**config.mk**
```make
export PLATFORM = sky130hd
export DESIGN_NAME = udp_rx_top
export DESIGN_NICKNAME = d
export VERILOG_FILES = /design/src/verilog/udp_rx_pkg.sv /design/src/verilog/rx_frame_writer.sv /design/src/verilog/rx_header_filter.sv /design/src/verilog/rx_input_align.sv /design/src/verilog/sync_fifo.sv /design/src/verilog/udp_rx_top.sv
export SDC_FILE = /design/constraint.sdc
export NUM_CORES = 2
export LEC_CHECK = 0
export BUFFER_PORTS_ARGS = -buffer_cell sky130_fd_sc_hd__buf_2
export CAP_MARGIN = 20
export CORE_ASPECT_RATIO = 1.5
export CORE_UTILIZATION = 35
export DETAILED_ROUTE_END_ITERATION = 8
export PLACE_DENSITY_LB_ADDON = 0.1
export SLEW_MARGIN = 20
export SYNTH_ARGS = -nofsm -noshare
export SYNTH_HDL_FRONTEND = slang
export SYNTH_MEMORY_MAX_BITS = 65536
export SYNTH_SLANG_ARGS = --single-unit
```
**constraint.sdc**
```tcl
create_clock -name mac_clk -period 9.35 [get_ports mac_clk]
set_input_delay 0.935 -clock mac_clk [delete_from_list [all_inputs] [get_ports mac_clk]]
set_output_delay 0.935 -clock mac_clk [all_outputs]
set_load 0.02 [all_outputs]
```
**src/verilog/udp_rx_pkg.sv**
```systemverilog
package udp_rx_pkg;

  // one MAC word, byte 0 in bits 7:0
  typedef logic [63:0] word_t;
  typedef logic [7:0]  lanes_t;

  typedef logic [47:0] mac_addr_t;
  typedef logic [31:0] ip_addr_t;
  typedef logic [15:0] udp_port_t;

  // header walk, each hdr state names the word held in cur_word
  typedef enum logic [2:0] {
    RX_IDLE,
    RX_HDR1,
    RX_HDR2,
    RX_HDR3,
    RX_HDR4,
    RX_HDR5,
    RX_PAYLOAD
  } rx_state_t;

  // writer: drop discards the tail of an overrun frame
  typedef enum logic {
    WR_RUN,
    WR_DROP
  } wr_state_t;

  localparam logic [15:0] ETHERTYPE_IPV4 = 16'h0800;
  localparam logic [7:0]  IPV4_VER_IHL   = 8'h45;
  localparam logic [7:0]  IP_PROTO_UDP   = 8'h11;

  // IPv4 multicast MACs start with 01:00:5E
  localparam logic [23:0] MAC_MCAST_PREFIX = 24'h01005E;
  localparam mac_addr_t   MAC_BROADCAST    = '1;

  // data entry is {overrun, bad, last, word}
  localparam int DATA_FIFO_W = 64 + 3;
  // control entry is {port, ip}
  localparam int CTRL_FIFO_W = 48;

endpackage

```
**src/verilog/rx_frame_writer.sv**
```systemverilog
`timescale 1ns/1ps

module rx_frame_writer (
  input  logic                  mac_clk,
  input  logic                  mac_rst,
  input  logic                  pay_valid,
  input  logic                  pay_last,
  input  logic                  pay_bad,
  input  udp_rx_pkg::word_t     payload_word,
  input  udp_rx_pkg::ip_addr_t  src_ip,
  input  udp_rx_pkg::udp_port_t src_port,
  input  logic                  data_afull,
  input  logic                  ctrl_afull,
  output logic                  data_wr_en,
  output udp_rx_pkg::word_t     data_wr_word,
  output logic                  data_wr_last,
  output logic                  data_wr_bad,
  output logic                  data_wr_over,
  output logic                  ctrl_wr_en,
  output udp_rx_pkg::ip_addr_t  ctrl_wr_ip,
  output udp_rx_pkg::udp_port_t ctrl_wr_port
);
  import udp_rx_pkg::*;

  wr_state_t state;
  logic      first_word;
  logic      afull;

  // either FIFO close to full ends the frame here
  assign afull = data_afull || ctrl_afull;

  assign data_wr_en   = pay_valid && (state == WR_RUN);
  assign data_wr_word = payload_word;
  assign data_wr_last = pay_last || afull;
  assign data_wr_bad  = pay_bad;
  assign data_wr_over = afull;

  // one control entry per frame, written with its first word
  assign ctrl_wr_en   = data_wr_en && first_word;
  assign ctrl_wr_ip   = src_ip;
  assign ctrl_wr_port = src_port;

  always_ff @(posedge mac_clk) begin
    if (mac_rst) begin
      state      <= WR_RUN;
      first_word <= 1'b1;
    end else begin
      case (state)
        WR_RUN: begin
          if (pay_valid) begin
            // a cut frame also counts as finished
            first_word <= pay_last || afull;
            if (afull && !pay_last) begin
              state <= WR_DROP;
            end
          end
        end
        WR_DROP: begin
          // wait out the rest of the cut frame
          if (pay_valid && pay_last) begin
            state <= WR_RUN;
          end
        end
        default: begin
          state <= WR_RUN;
        end
      endcase
    end
  end

  // a word cut mid-frame is followed by dropped words, never a write
  a_no_write_in_drop: assert property (@(posedge mac_clk) disable iff (mac_rst)
    data_wr_en && data_wr_over && !pay_last |=> !data_wr_en && !ctrl_wr_en)
    else $error("FIFO write while dropping");

endmodule

```
**src/verilog/rx_header_filter.sv**
```systemverilog
`timescale 1ns/1ps

module rx_header_filter (
  input  logic                  mac_clk,
  input  logic                  mac_rst,
  input  udp_rx_pkg::word_t     cur_word,
  input  udp_rx_pkg::word_t     prev_word,
  input  logic                  word_valid,
  input  logic                  frame_start,
  input  logic                  frame_end,
  input  logic                  end_bad,
  input  logic                  local_enable,
  input  udp_rx_pkg::mac_addr_t local_mac,
  input  udp_rx_pkg::ip_addr_t  local_ip,
  input  udp_rx_pkg::udp_port_t local_port,
  input  udp_rx_pkg::ip_addr_t  local_mc_ip,
  input  udp_rx_pkg::ip_addr_t  local_mc_mask,
  output logic                  pay_valid,
  output logic                  pay_last,
  output logic                  pay_bad,
  output udp_rx_pkg::ip_addr_t  src_ip,
  output udp_rx_pkg::udp_port_t src_port
);
  import udp_rx_pkg::*;

  rx_state_t state;
  logic      accept;
  // frame end seen one word ago, lines up with prev_word
  logic      last_q;
  logic      bad_q;

  mac_addr_t dst_mac;
  ip_addr_t  dst_ip;
  udp_port_t dst_port;
  logic      mac_ok;
  logic      ipv4_ok;
  logic      udp_ok;
  logic      ip_ok;

  // fields are rebuilt with the first byte on the wire on top
  // word 0 sits in prev_word during hdr1
  assign dst_mac  = {prev_word[7:0], prev_word[15:8], prev_word[23:16],
                     prev_word[31:24], prev_word[39:32], prev_word[47:40]};
  // destination IP is bytes 30..33, split over words 3 and 4
  assign dst_ip   = {prev_word[55:48], prev_word[63:56], cur_word[7:0], cur_word[15:8]};
  assign dst_port = {cur_word[39:32], cur_word[47:40]};

  assign mac_ok  = (dst_mac == local_mac) || (dst_mac == MAC_BROADCAST) ||
                   (dst_mac[47:24] == MAC_MCAST_PREFIX);
  assign ipv4_ok = ({cur_word[39:32], cur_word[47:40]} == ETHERTYPE_IPV4) &&
                   (cur_word[55:48] == IPV4_VER_IHL);
  assign udp_ok  = cur_word[63:56] == IP_PROTO_UDP;
  // exact unicast match, or a subscribed multicast group
  assign ip_ok   = (dst_ip == local_ip) ||
                   ((dst_ip & local_mc_mask) == (local_mc_ip & local_mc_mask));

  always_ff @(posedge mac_clk) begin
    if (mac_rst) begin
      state  <= RX_IDLE;
      accept <= 1'b0;
      last_q <= 1'b0;
      bad_q  <= 1'b0;
    end else begin
      last_q <= frame_end;
      bad_q  <= end_bad;
      if (word_valid && frame_start) begin
        // a new frame always restarts the walk
        accept <= local_enable;
        state  <= frame_end ? RX_IDLE : RX_HDR1;
      end else begin
        case (state)
          RX_IDLE: begin
            state <= RX_IDLE;
          end
          RX_HDR1: begin
            if (!mac_ok || !ipv4_ok) begin
              accept <= 1'b0;
            end
            state <= frame_end ? RX_IDLE : RX_HDR2;
          end
          RX_HDR2: begin
            if (!udp_ok) begin
              accept <= 1'b0;
            end
            state <= frame_end ? RX_IDLE : RX_HDR3;
          end
          RX_HDR3: begin
            state <= frame_end ? RX_IDLE : RX_HDR4;
          end
          RX_HDR4: begin
            if (!ip_ok || dst_port != local_port) begin
              accept <= 1'b0;
            end
            state <= frame_end ? RX_IDLE : RX_HDR5;
          end
          RX_HDR5: begin
            // word 5 is the first payload source, even as the last word
            state <= RX_PAYLOAD;
          end
          RX_PAYLOAD: begin
            if (last_q) begin
              state <= RX_IDLE;
            end
          end
          default: begin
            state <= RX_IDLE;
          end
        endcase
      end
    end
  end

  // source address and port for the control FIFO
  always_ff @(posedge mac_clk) begin
    if (state == RX_HDR3) begin
      src_ip <= {cur_word[23:16], cur_word[31:24], cur_word[39:32], cur_word[47:40]};
    end
    if (state == RX_HDR4) begin
      src_port <= {cur_word[23:16], cur_word[31:24]};
    end
  end

  assign pay_valid = accept && (state == RX_PAYLOAD);
  assign pay_last  = last_q;
  assign pay_bad   = bad_q;

  // a header state always has its word present in cur_word
  a_state_legal: assert property (@(posedge mac_clk) disable iff (mac_rst)
    state inside {RX_HDR1, RX_HDR2, RX_HDR3, RX_HDR4, RX_HDR5} |-> word_valid)
    else $error("header state without an input word");

endmodule

```
**src/verilog/rx_input_align.sv**
```systemverilog
`timescale 1ns/1ps

module rx_input_align (
  input  logic               mac_clk,
  input  logic               mac_rst,
  input  udp_rx_pkg::word_t  mac_rx_data,
  input  udp_rx_pkg::lanes_t mac_rx_data_valid,
  input  logic               mac_rx_good_frame,
  input  logic               mac_rx_bad_frame,
  output udp_rx_pkg::word_t  cur_word,
  output udp_rx_pkg::word_t  prev_word,
  output logic               word_valid,
  output logic               frame_start,
  output logic               frame_end,
  output logic               end_bad,
  output udp_rx_pkg::word_t  payload_word
);

  logic in_full;
  logic in_end;
  // previous input word was inside a frame and not its last
  logic in_frame;
  logic prev_end;

  assign in_full = mac_rx_data_valid == '1;
  assign in_end  = mac_rx_good_frame || mac_rx_bad_frame;

  // idle words read as zero so the tail of the last payload word is clean
  always_ff @(posedge mac_clk) begin
    cur_word  <= in_full ? mac_rx_data : '0;
    prev_word <= cur_word;
  end

  always_ff @(posedge mac_clk) begin
    if (mac_rst) begin
      word_valid  <= 1'b0;
      frame_start <= 1'b0;
      frame_end   <= 1'b0;
      end_bad     <= 1'b0;
      in_frame    <= 1'b0;
      prev_end    <= 1'b0;
    end else begin
      word_valid  <= in_full;
      frame_start <= in_full && !in_frame;
      frame_end   <= in_full && in_end;
      end_bad     <= in_full && mac_rx_bad_frame;
      in_frame    <= in_full && !in_end;
      prev_end    <= frame_end;
    end
  end

  // payload starts at frame byte 42, i.e. byte 2 of a word
  // bytes from the word after the frame's last are masked off
  assign payload_word = {prev_word[23:16], prev_word[31:24], prev_word[39:32],
                         prev_word[47:40], prev_word[55:48], prev_word[63:56],
                         prev_end ? 16'h0000 : {cur_word[7:0], cur_word[15:8]}};

  a_end_pulses_exclusive: assert property (@(posedge mac_clk) disable iff (mac_rst)
    !(mac_rx_good_frame && mac_rx_bad_frame))
    else $error("good and bad frame pulses together");

endmodule

```
**src/verilog/sync_fifo.sv**
```systemverilog
`timescale 1ns/1ps

module sync_fifo #(
  parameter int WIDTH        = 8,
  parameter int DEPTH_LOG2   = 4,
  parameter int AFULL_MARGIN = 2
) (
  input  logic             mac_clk,
  input  logic             mac_rst,
  input  logic             wr_en,
  input  logic [WIDTH-1:0] wr_data,
  input  logic             rd_en,
  output logic [WIDTH-1:0] rd_data,
  output logic             empty,
  output logic             almost_full
);

  localparam int DEPTH = 1 << DEPTH_LOG2;
  localparam logic [DEPTH_LOG2:0] FULL_COUNT  = (DEPTH_LOG2 + 1)'(DEPTH);
  localparam logic [DEPTH_LOG2:0] AFULL_LEVEL = (DEPTH_LOG2 + 1)'(DEPTH - AFULL_MARGIN);

  logic [WIDTH-1:0]      mem [DEPTH];
  logic [DEPTH_LOG2-1:0] wr_ptr;
  logic [DEPTH_LOG2-1:0] rd_ptr;
  logic [DEPTH_LOG2:0]   count;
  logic                  do_wr;
  logic                  do_rd;

  assign do_wr = wr_en && (count != FULL_COUNT);
  assign do_rd = rd_en && !empty;

  always_ff @(posedge mac_clk) begin
    if (do_wr) begin
      mem[wr_ptr] <= wr_data;
    end
  end

  always_ff @(posedge mac_clk) begin
    if (mac_rst) begin
      wr_ptr <= '0;
      rd_ptr <= '0;
      count  <= '0;
    end else begin
      if (do_wr) begin
        wr_ptr <= wr_ptr + 1'b1;
      end
      if (do_rd) begin
        rd_ptr <= rd_ptr + 1'b1;
      end
      case ({do_wr, do_rd})
        2'b10:   count <= count + 1'b1;
        2'b01:   count <= count - 1'b1;
        default: count <= count;
      endcase
    end
  end

  // first word falls through, visible the cycle after its write
  assign rd_data     = mem[rd_ptr];
  assign empty       = count == '0;
  assign almost_full = count >= AFULL_LEVEL;

  a_no_write_full: assert property (@(posedge mac_clk) disable iff (mac_rst)
    wr_en |-> count != FULL_COUNT)
    else $error("write to full FIFO");

  a_no_read_empty: assert property (@(posedge mac_clk) disable iff (mac_rst)
    rd_en |-> !empty)
    else $error("read from empty FIFO");

endmodule

```
**src/verilog/udp_rx_top.sv**
```systemverilog
`timescale 1ns/1ps

module udp_rx_top #(
  parameter int DATA_DEPTH_LOG2 = 6,
  parameter int CTRL_DEPTH_LOG2 = 3,
  parameter int AFULL_MARGIN    = 4
) (
  input  logic                  mac_clk,
  input  logic                  mac_rst,
  input  logic                  local_enable,
  input  udp_rx_pkg::mac_addr_t local_mac,
  input  udp_rx_pkg::ip_addr_t  local_ip,
  input  udp_rx_pkg::udp_port_t local_port,
  input  udp_rx_pkg::ip_addr_t  local_mc_ip,
  input  udp_rx_pkg::ip_addr_t  local_mc_mask,
  input  udp_rx_pkg::word_t     mac_rx_data,
  input  udp_rx_pkg::lanes_t    mac_rx_data_valid,
  input  logic                  mac_rx_good_frame,
  input  logic                  mac_rx_bad_frame,
  output logic                  rx_valid,
  output udp_rx_pkg::word_t     rx_data,
  output logic                  rx_last,
  output logic                  rx_bad,
  output logic                  rx_overrun,
  output udp_rx_pkg::ip_addr_t  rx_source_ip,
  output udp_rx_pkg::udp_port_t rx_source_port,
  input  logic                  rx_ready
);
  import udp_rx_pkg::*;

  word_t     cur_word;
  word_t     prev_word;
  word_t     payload_word;
  logic      word_valid;
  logic      frame_start;
  logic      frame_end;
  logic      end_bad;

  logic      pay_valid;
  logic      pay_last;
  logic      pay_bad;
  ip_addr_t  src_ip;
  udp_port_t src_port;

  logic      data_wr_en;
  word_t     data_wr_word;
  logic      data_wr_last;
  logic      data_wr_bad;
  logic      data_wr_over;
  logic      ctrl_wr_en;
  ip_addr_t  ctrl_wr_ip;
  udp_port_t ctrl_wr_port;

  logic                   data_afull;
  logic                   ctrl_afull;
  logic                   data_empty;
  logic                   ctrl_empty;
  logic                   data_rd_en;
  logic                   ctrl_rd_en;
  logic [DATA_FIFO_W-1:0] data_rd;
  logic [CTRL_FIFO_W-1:0] ctrl_rd;

  rx_input_align i_rx_input_align (.*);

  rx_header_filter i_rx_header_filter (.*);

  rx_frame_writer i_rx_frame_writer (.*);

  sync_fifo #(
    .WIDTH        (DATA_FIFO_W),
    .DEPTH_LOG2   (DATA_DEPTH_LOG2),
    .AFULL_MARGIN (AFULL_MARGIN)
  ) i_data_fifo (
    .mac_clk     (mac_clk),
    .mac_rst     (mac_rst),
    .wr_en       (data_wr_en),
    .wr_data     ({data_wr_over, data_wr_bad, data_wr_last, data_wr_word}),
    .rd_en       (data_rd_en),
    .rd_data     (data_rd),
    .empty       (data_empty),
    .almost_full (data_afull)
  );

  sync_fifo #(
    .WIDTH        (CTRL_FIFO_W),
    .DEPTH_LOG2   (CTRL_DEPTH_LOG2),
    .AFULL_MARGIN (AFULL_MARGIN)
  ) i_ctrl_fifo (
    .mac_clk     (mac_clk),
    .mac_rst     (mac_rst),
    .wr_en       (ctrl_wr_en),
    .wr_data     ({ctrl_wr_port, ctrl_wr_ip}),
    .rd_en       (ctrl_rd_en),
    .rd_data     (ctrl_rd),
    .empty       (ctrl_empty),
    .almost_full (ctrl_afull)
  );

  // the control entry goes in with the first data word, so both heads line up
  assign rx_valid       = !data_empty && !ctrl_empty;
  assign data_rd_en     = rx_valid && rx_ready;
  // one control entry per frame, released by its last word
  assign ctrl_rd_en     = data_rd_en && rx_last;

  assign rx_data        = data_rd[63:0];
  assign rx_last        = data_rd[64];
  assign rx_bad         = data_rd[65];
  assign rx_overrun     = data_rd[66];
  assign rx_source_ip   = ctrl_rd[31:0];
  assign rx_source_port = ctrl_rd[47:32];

endmodule
```
# Word level (Yosys, flattened, before mapping)
# Memories as Yosys holds them, arrays and structs flattened. A register that Yosys moved wholly into a read port is not among the register bits.
# Cells that the tools add are included.
dict set report totals {
  regBits 218
  ramBits 4672
  output_inout_bits 116
  wordCells 131
  n_memories 2
}
# name words word_bits read_ports rd_clocked_by_memory_dff wr line
set memory_table {}
lappend memory_table {i_data_fifo.mem 64 67 1 1 1 sync_fifo.sv:22} ;# logic [WIDTH-1:0] mem [DEPTH];
lappend memory_table {i_ctrl_fifo.mem 8 48 1 1 1 sync_fifo.sv:22}
dict set report op_classes {
  n_addsub 8
  magnitude_cmp 2
  n_eq_ne 26
  mux 28
  n_bitwise 3
  reduce_logical 41
}
# operator count
set op_table {}
lappend op_table {{bitwise AND 32 bit} 2}
lappend op_table {{equality test 32 bit} 2}
lappend op_table {{equality test 48 bit} 1}
lappend op_table {{equality test 48 bit, second input constant} 1}
lappend op_table {{equality test 24 x 17 -> 1 bit, second input constant} 1}
lappend op_table {{logical AND 1 bit} 18}
lappend op_table {{two-way mux 3 bit} 6}
lappend op_table {{case mux 3 bit (6 select lines)} 1}
lappend op_table {{equality test 16 x 12 -> 1 bit, second input constant} 1}
lappend op_table {{two-way mux 16 bit} 1}
lappend op_table {{!= test 16 bit} 1}
lappend op_table {{case mux 7 bit (2 select lines)} 1}
lappend op_table {{adder 6 x 1 -> 6 bit, second input constant} 2}
lappend op_table {{two-way mux 1 bit} 12}
lappend op_table {{two-way mux 6 bit} 2}
lappend op_table {{equality test 3 bit, second input constant} 3}
lappend op_table {{!= test 3 x 1 -> 1 bit, second input constant} 3}
lappend op_table {{equality test 8 x 5 -> 1 bit, second input constant} 1}
lappend op_table {{equality test 8 x 7 -> 1 bit, second input constant} 1}
lappend op_table {{equality test 8 bit, second input constant} 1}
lappend op_table {{zero test 1 bit} 8}
lappend op_table {{logical OR 1 bit} 8}
lappend op_table {{case mux 4 bit (2 select lines)} 1}
lappend op_table {{adder 7 x 1 -> 7 bit, second input constant} 1}
lappend op_table {{23 further kinds} 29}

# Depth between registers and ports, before layout
dict set report logic_depth {
  depth_word 8
  ltp_mapped 17
  mapped_depth_nobuf 14
}

# Cells and area by module
# From an unflattened synthesis, not the netlist that was laid out.
dict set report unflattened {
  cells_unflattened 8300
  area_unflattened_um2 186211.1
}
# mod instances cells_each area_per_inst_um2
set by_module_without_submodules {}
lappend by_module_without_submodules {{sync_fifo at i_data_fifo} 1 6888 162583.4}
lappend by_module_without_submodules {{sync_fifo at i_ctrl_fifo} 1 630 15262.1}
lappend by_module_without_submodules {rx_input_align 1 350 3918.8}
lappend by_module_without_submodules {rx_header_filter 1 304 3463.3}
lappend by_module_without_submodules {rx_frame_writer 1 125 959.7}
lappend by_module_without_submodules {udp_rx_top 1 3 23.8}

# Least setup slack after synthesis
# OpenSTA, ideal clock, no wires.
dict set report synth_path {
  path_kind {reg-to-reg}
  from {reg i_rx_header_filter.state[1]}
  to {mem i_ctrl_fifo.mem[0][0] (netlist bit) (enable)}
  arrival_ns 4.609
  required_ns 8.837
  slack_ns 4.228
  path_stages_with_launch 7
  period_less_slack_ns 5.122
  cell_sequence {dfxtp_1 -> clkbuf_1 -> nor4b_2 -> and3_1 -> clkbuf_1 -> nand2b_1 -> nor3_1}
}
dict set report synth_via {
  elab_chain_cells 7
}
# item line
set synth_lines {}
lappend synth_lines {{start, declared} rx_header_filter.sv:26} ;# rx_state_t state;
lappend synth_lines {{start signal, assigned} rx_header_filter.sv:69} ;# state <= frame_end ? RX_IDLE : RX_HDR1;
lappend synth_lines {{start signal, assigned} rx_header_filter.sv:79} ;# state <= frame_end ? RX_IDLE : RX_HDR2;
lappend synth_lines {{start signal, assigned} rx_header_filter.sv:85} ;# state <= frame_end ? RX_IDLE : RX_HDR3;
lappend synth_lines {{equality test 3 bit} rx_header_filter.sv:123} ;# assign pay_valid = accept && (state == RX_PAYLOAD);
lappend synth_lines {{logical AND 1 bit} rx_header_filter.sv:123}
lappend synth_lines {{logical AND 1 bit} rx_frame_writer.sv:32} ;# assign data_wr_en = pay_valid && (state == WR_RUN);
lappend synth_lines {{logical AND 1 bit} rx_frame_writer.sv:39} ;# assign ctrl_wr_en = data_wr_en && first_word;
lappend synth_lines {{logical AND 1 bit} sync_fifo.sv:29} ;# assign do_wr = wr_en && (count != FULL_COUNT);
lappend synth_lines {{two-way mux 1 bit} sync_fifo.sv:33} ;# if (do_wr) begin
lappend synth_lines {{two-way mux 1 bit (not written as such)} sync_fifo.sv:34} ;# mem[wr_ptr] <= wr_data;
lappend synth_lines {{end, declared} sync_fifo.sv:22}
# Every way passes these cells.

==> out/metrics.yaml <==
grt:
  antenna_found_initial: 63
  grt_max_degree: 144
  grt_use_total_pct: 21.98
  use_met3_pct: 3.806
  top_usage_layer: "met2"
  grt_use_met2_pct: 38.09
  grt_pass1_vias: 89170
  grtUsageMet1_pct: 29.05
  grt_pass1_wl_um: 791700
  overflow: 0
logic_synthesis:
  synth_top_family_by_area: "multiplexers"
  synthArstFlopShare_pct: 0
  syn_area_um2: 185200
  ys_seq_area_share_pct: 78.48
  synth-edff-count: 4720
  synth-simple-area-share_pct: 1.062
  synthAdderAreaFrac_pct: 0.07838
  syn-instance-count: 7436
  synth-seq-cells: 4899
  synth_top_area_share_pct: 76.54
  synth_compound_area_share_pct: 0.2588
  avgSynthCellArea_um2: 24.90
  synth_area_leader_cell: "edfxtp_1"
  synth.distinct_cells: 53
  ys_warn_count: 0
  synth_nets: 7685
  synth_xor_area_share_pct: 0.7095
  synthFlopType: "edfxtp_1"
  synthTopCellsByArea: "edfxtp_1 (77%), mux4_2 (18%), dfxtp_1 (1.9%)"
  synth.area.mux_share_pct: 18.54
run:
  drv_cap: 0
drt:
  drt_iter0_drc: 10120
  first_pass_iters: 6
  vias: 86860
  drcViolationCount: 0
  viasPerCell: 5.597
  final_antenna_net_count: 0
  drt_wl_total_um: 590900
  wl_per_cell_um: 38.07
min_path:
  hold_path_depth: 2
  hold_class: "input pin to flip-flop"
floorplanning:
  die_x_um: 595.9
  core_um2: 526200
  die_h_um: 892.8
  fp-row-count: 326
  dieArea_um2: 532000
  io_pins: 354
  initial_utilization_pct: 35.19
critical_path:
  worstSetupStartpointType: "flip-flop"
  r2r_cells: 12
  cpLargestDelayFamily: "buffers and inverters"
  crit_chain: "buf_12 > buf_4 > buf_4 > mux4_2 > mux4_2 > mux4_2 > buf_2"
  crit_path_top_delay_cell: "buf_4"
  critical_path_depth: 7
  slowest_delay_ns: 0.70
  worstPathArrival_ns: 5.64
  required_ns: 8.42
  critPathMaxFanout: 77
  crit_top_cell: "mux4_2"
  crit_buf_inv: 4
  criticalPathCategory: "flip-flop to output port"
  endpoint_kind: "output port"
clock_tree:
  path_clk_slew_ns: 0.06
  cts.sinks: 4899
  clock-root-buffer: "clkbuf_16"
  cts_resized: 0
  clock_path_buffers: 4
  clock_latency_ns: 1.08
  cts_tree: "done"
  h-tree-depth: 5
  cts_buffers: 471
final_layout:
  fin_nets: 8462
  finalInstanceArea_um2: 213600
  fill_cells: 45840
  fin_util_pct: 40.60
  final_layout_size_suffix_gt1_share_pct: 35.38
  syn_to_final_growth_pct: 15.37
sta:
  report.final.slew_viol_count: 0
  period_needed_ns: 6.572
  tightest_slew_ns: 1.295
  hold_slack_ns: 0.09965
  rsz0062_at_grt: "false"
  finalHoldViolCount: 0
  finClkSkew_ns: 0.05615
  max_freq_mhz: 152.2
  timing.final.crit_share_pct: 70.29
  setup_viol: 0
  timing.slew.headroom_pct: 13.66
  setup_tns_ns: 0
placement:
  portBuffers: 353
  gp_congestion: 0.7916
  dpl-instance-area_um2: 197600
  hpwl_um: 305300
power_and_ir_drop:
  vdd_ir_drop_max_mv: 0.1788
  power.leakage_nw: 60.46
  p_per_area_nw_per_um2: 201.4
outcome:
  status: "completed"
## sequential cells by signal (all words and copies together) (netlist names), 3 cells and up, named ones only
signal                       count
i_ctrl_fifo.wr_ptr               3
i_data_fifo.mem               4288
i_ctrl_fifo.count                4
i_rx_input_align.cur_word       64
i_rx_header_filter.src_ip       32
i_rx_header_filter.src_port     16
i_data_fifo.rd_ptr               6
i_ctrl_fifo.mem                384
i_data_fifo.count                7
i_ctrl_fifo.rd_ptr               3
i_data_fifo.wr_ptr               6
i_rx_input_align.prev_word      64
i_rx_header_filter.state         3
## Yosys cell counts, types with 2 or more instances
cell and instances:
a2111oi_0 2, a211oi_1 4, a21o_1 4, a21oi_1 16
a221oi_1 2, a22oi_1 20, a31oi_1 4, a32oi_1 2
and2_1 67, and3_1 2, buf_1 57, buf_2 106
buf_4 12, buf_6 2, clkbuf_1 194, dfxtp_1 179
edfxtp_1 4720, ha_1 10, inv_1 11, mux2_2 52
mux2i_1 9, mux4_2 1494, nand2_1 31, nand2b_1 10
nand3_1 11, nand3b_1 4, nand4_1 29, nand4b_1 3
nor2_1 110, nor2b_1 26, nor3_1 12, nor3b_1 4
nor4_1 34, nor4b_1 5, o21ai_0 12, o22ai_1 3
or2_2 3, or3_1 6, or4_1 2, xnor2_1 20
xor2_1 130
## metal layers
layer | vias to the layer above | wire, um
met5 | - | 69
met4 | 10 | 12450
li1 | 33790 | -
met2 | 3096 | 301500
met1 | 49320 | 238600
met3 | 642 | 38240
## where the power goes
| group | total, mW | internal, mW | switching [mW] |
|---|---|---|---|
| registers | 23.7 | 23.7 | 0.00277 |
| clock network | 19.2 | 10.7 | 8.52 |
| logic | 0.147 | 0.0635 | 0.0834 |
| total | 43.0 | 34.4 | 8.60 |
## worst register-to-register path, stage by stage (launching register included)
cell	delay, ns
dfxtp_4	1.02
buf_12	0.66
nor2b_1	0.25
or4b_2	0.66
a32oi_1	1.01
nor3b_1	0.32
ha_1	0.34
ha_1	0.29
a21o_1	0.19
a21oi_1	0.18
xnor2_1	0.09
or3_1	0.32
a21oi_1	0.14
## layout make-up
cell class | instances | area [um2] | area share, %
clock inverter | 280 | 2706 | 1.267
multi-input combinational | 2155 | 39000 | 18.26
antenna | 23 | 57.56 | 0.02694
sequential | 4899 | 145400 | 68.07
clock buffer | 590 | 12600 | 5.899
tap | 6888 | 8618 | 4.034
timing repair buffer | 675 | 5176 | 2.423
inverter | 11 | 48.80 | 0.02284
## kinds of logic after synthesis
logic type / Yosys count
buffers and inverters: 382
multiplexers: 1555
flip-flops: 4899
AND/OR/NAND/NOR: 366
AO/OA/AOI/OAI: 73
adder cells (fa/ha/maj): 11
XOR/XNOR: 150
## final timing paths
kind | from | endpoint | slack, ns
min reg2reg | i_rx_input_align.cur_word[50] | i_rx_input_align.prev_word[50] | 0.34
max reg2reg | flip-flop | i_ctrl_fifo.count[3] | 3.79
min | mac_rx_data[27] | i_rx_input_align.cur_word[27] | 0.1
max | flip-flop | rx_data[34] | 2.78
## through the flow
stage	instances	setup slack, ns	total power [mW]
floorplan	7436	4.228	24.19
CTS	15480	2.500	43.47
finish	15520	2.778	43.03
global placement	14570	3.647	24.29
detailed placement	14580	3.693	24.29
global route	15500	2.364	44.17
## timing repair
| item | CTS | global route |
|---|---|---|
| hold endpoints to repair | 32 | 0 |
| hold buffers | 32 | 0 |
| setup buffers | 0 | 0 |
## cell usage in the layout (no fill, tap or decap), types with 38 or more instances in the layout
cell type	netlist	layout
and2_1	67	67
buf_12	0	58
buf_2	106	353
buf_4	12	219
bufinv_16	0	41
clkbuf_1	194	88
clkbuf_16	0	477
clkinv_1	0	94
clkinv_2	0	99
dfxtp_1	179	119
dfxtp_2	0	45
edfxtp_1	4720	4720
mux2_2	52	52
mux4_2	1494	1494
nor2_1	110	38
nor2_4	0	71
xor2_1	130	128
(Power assumes the default switching activity.)
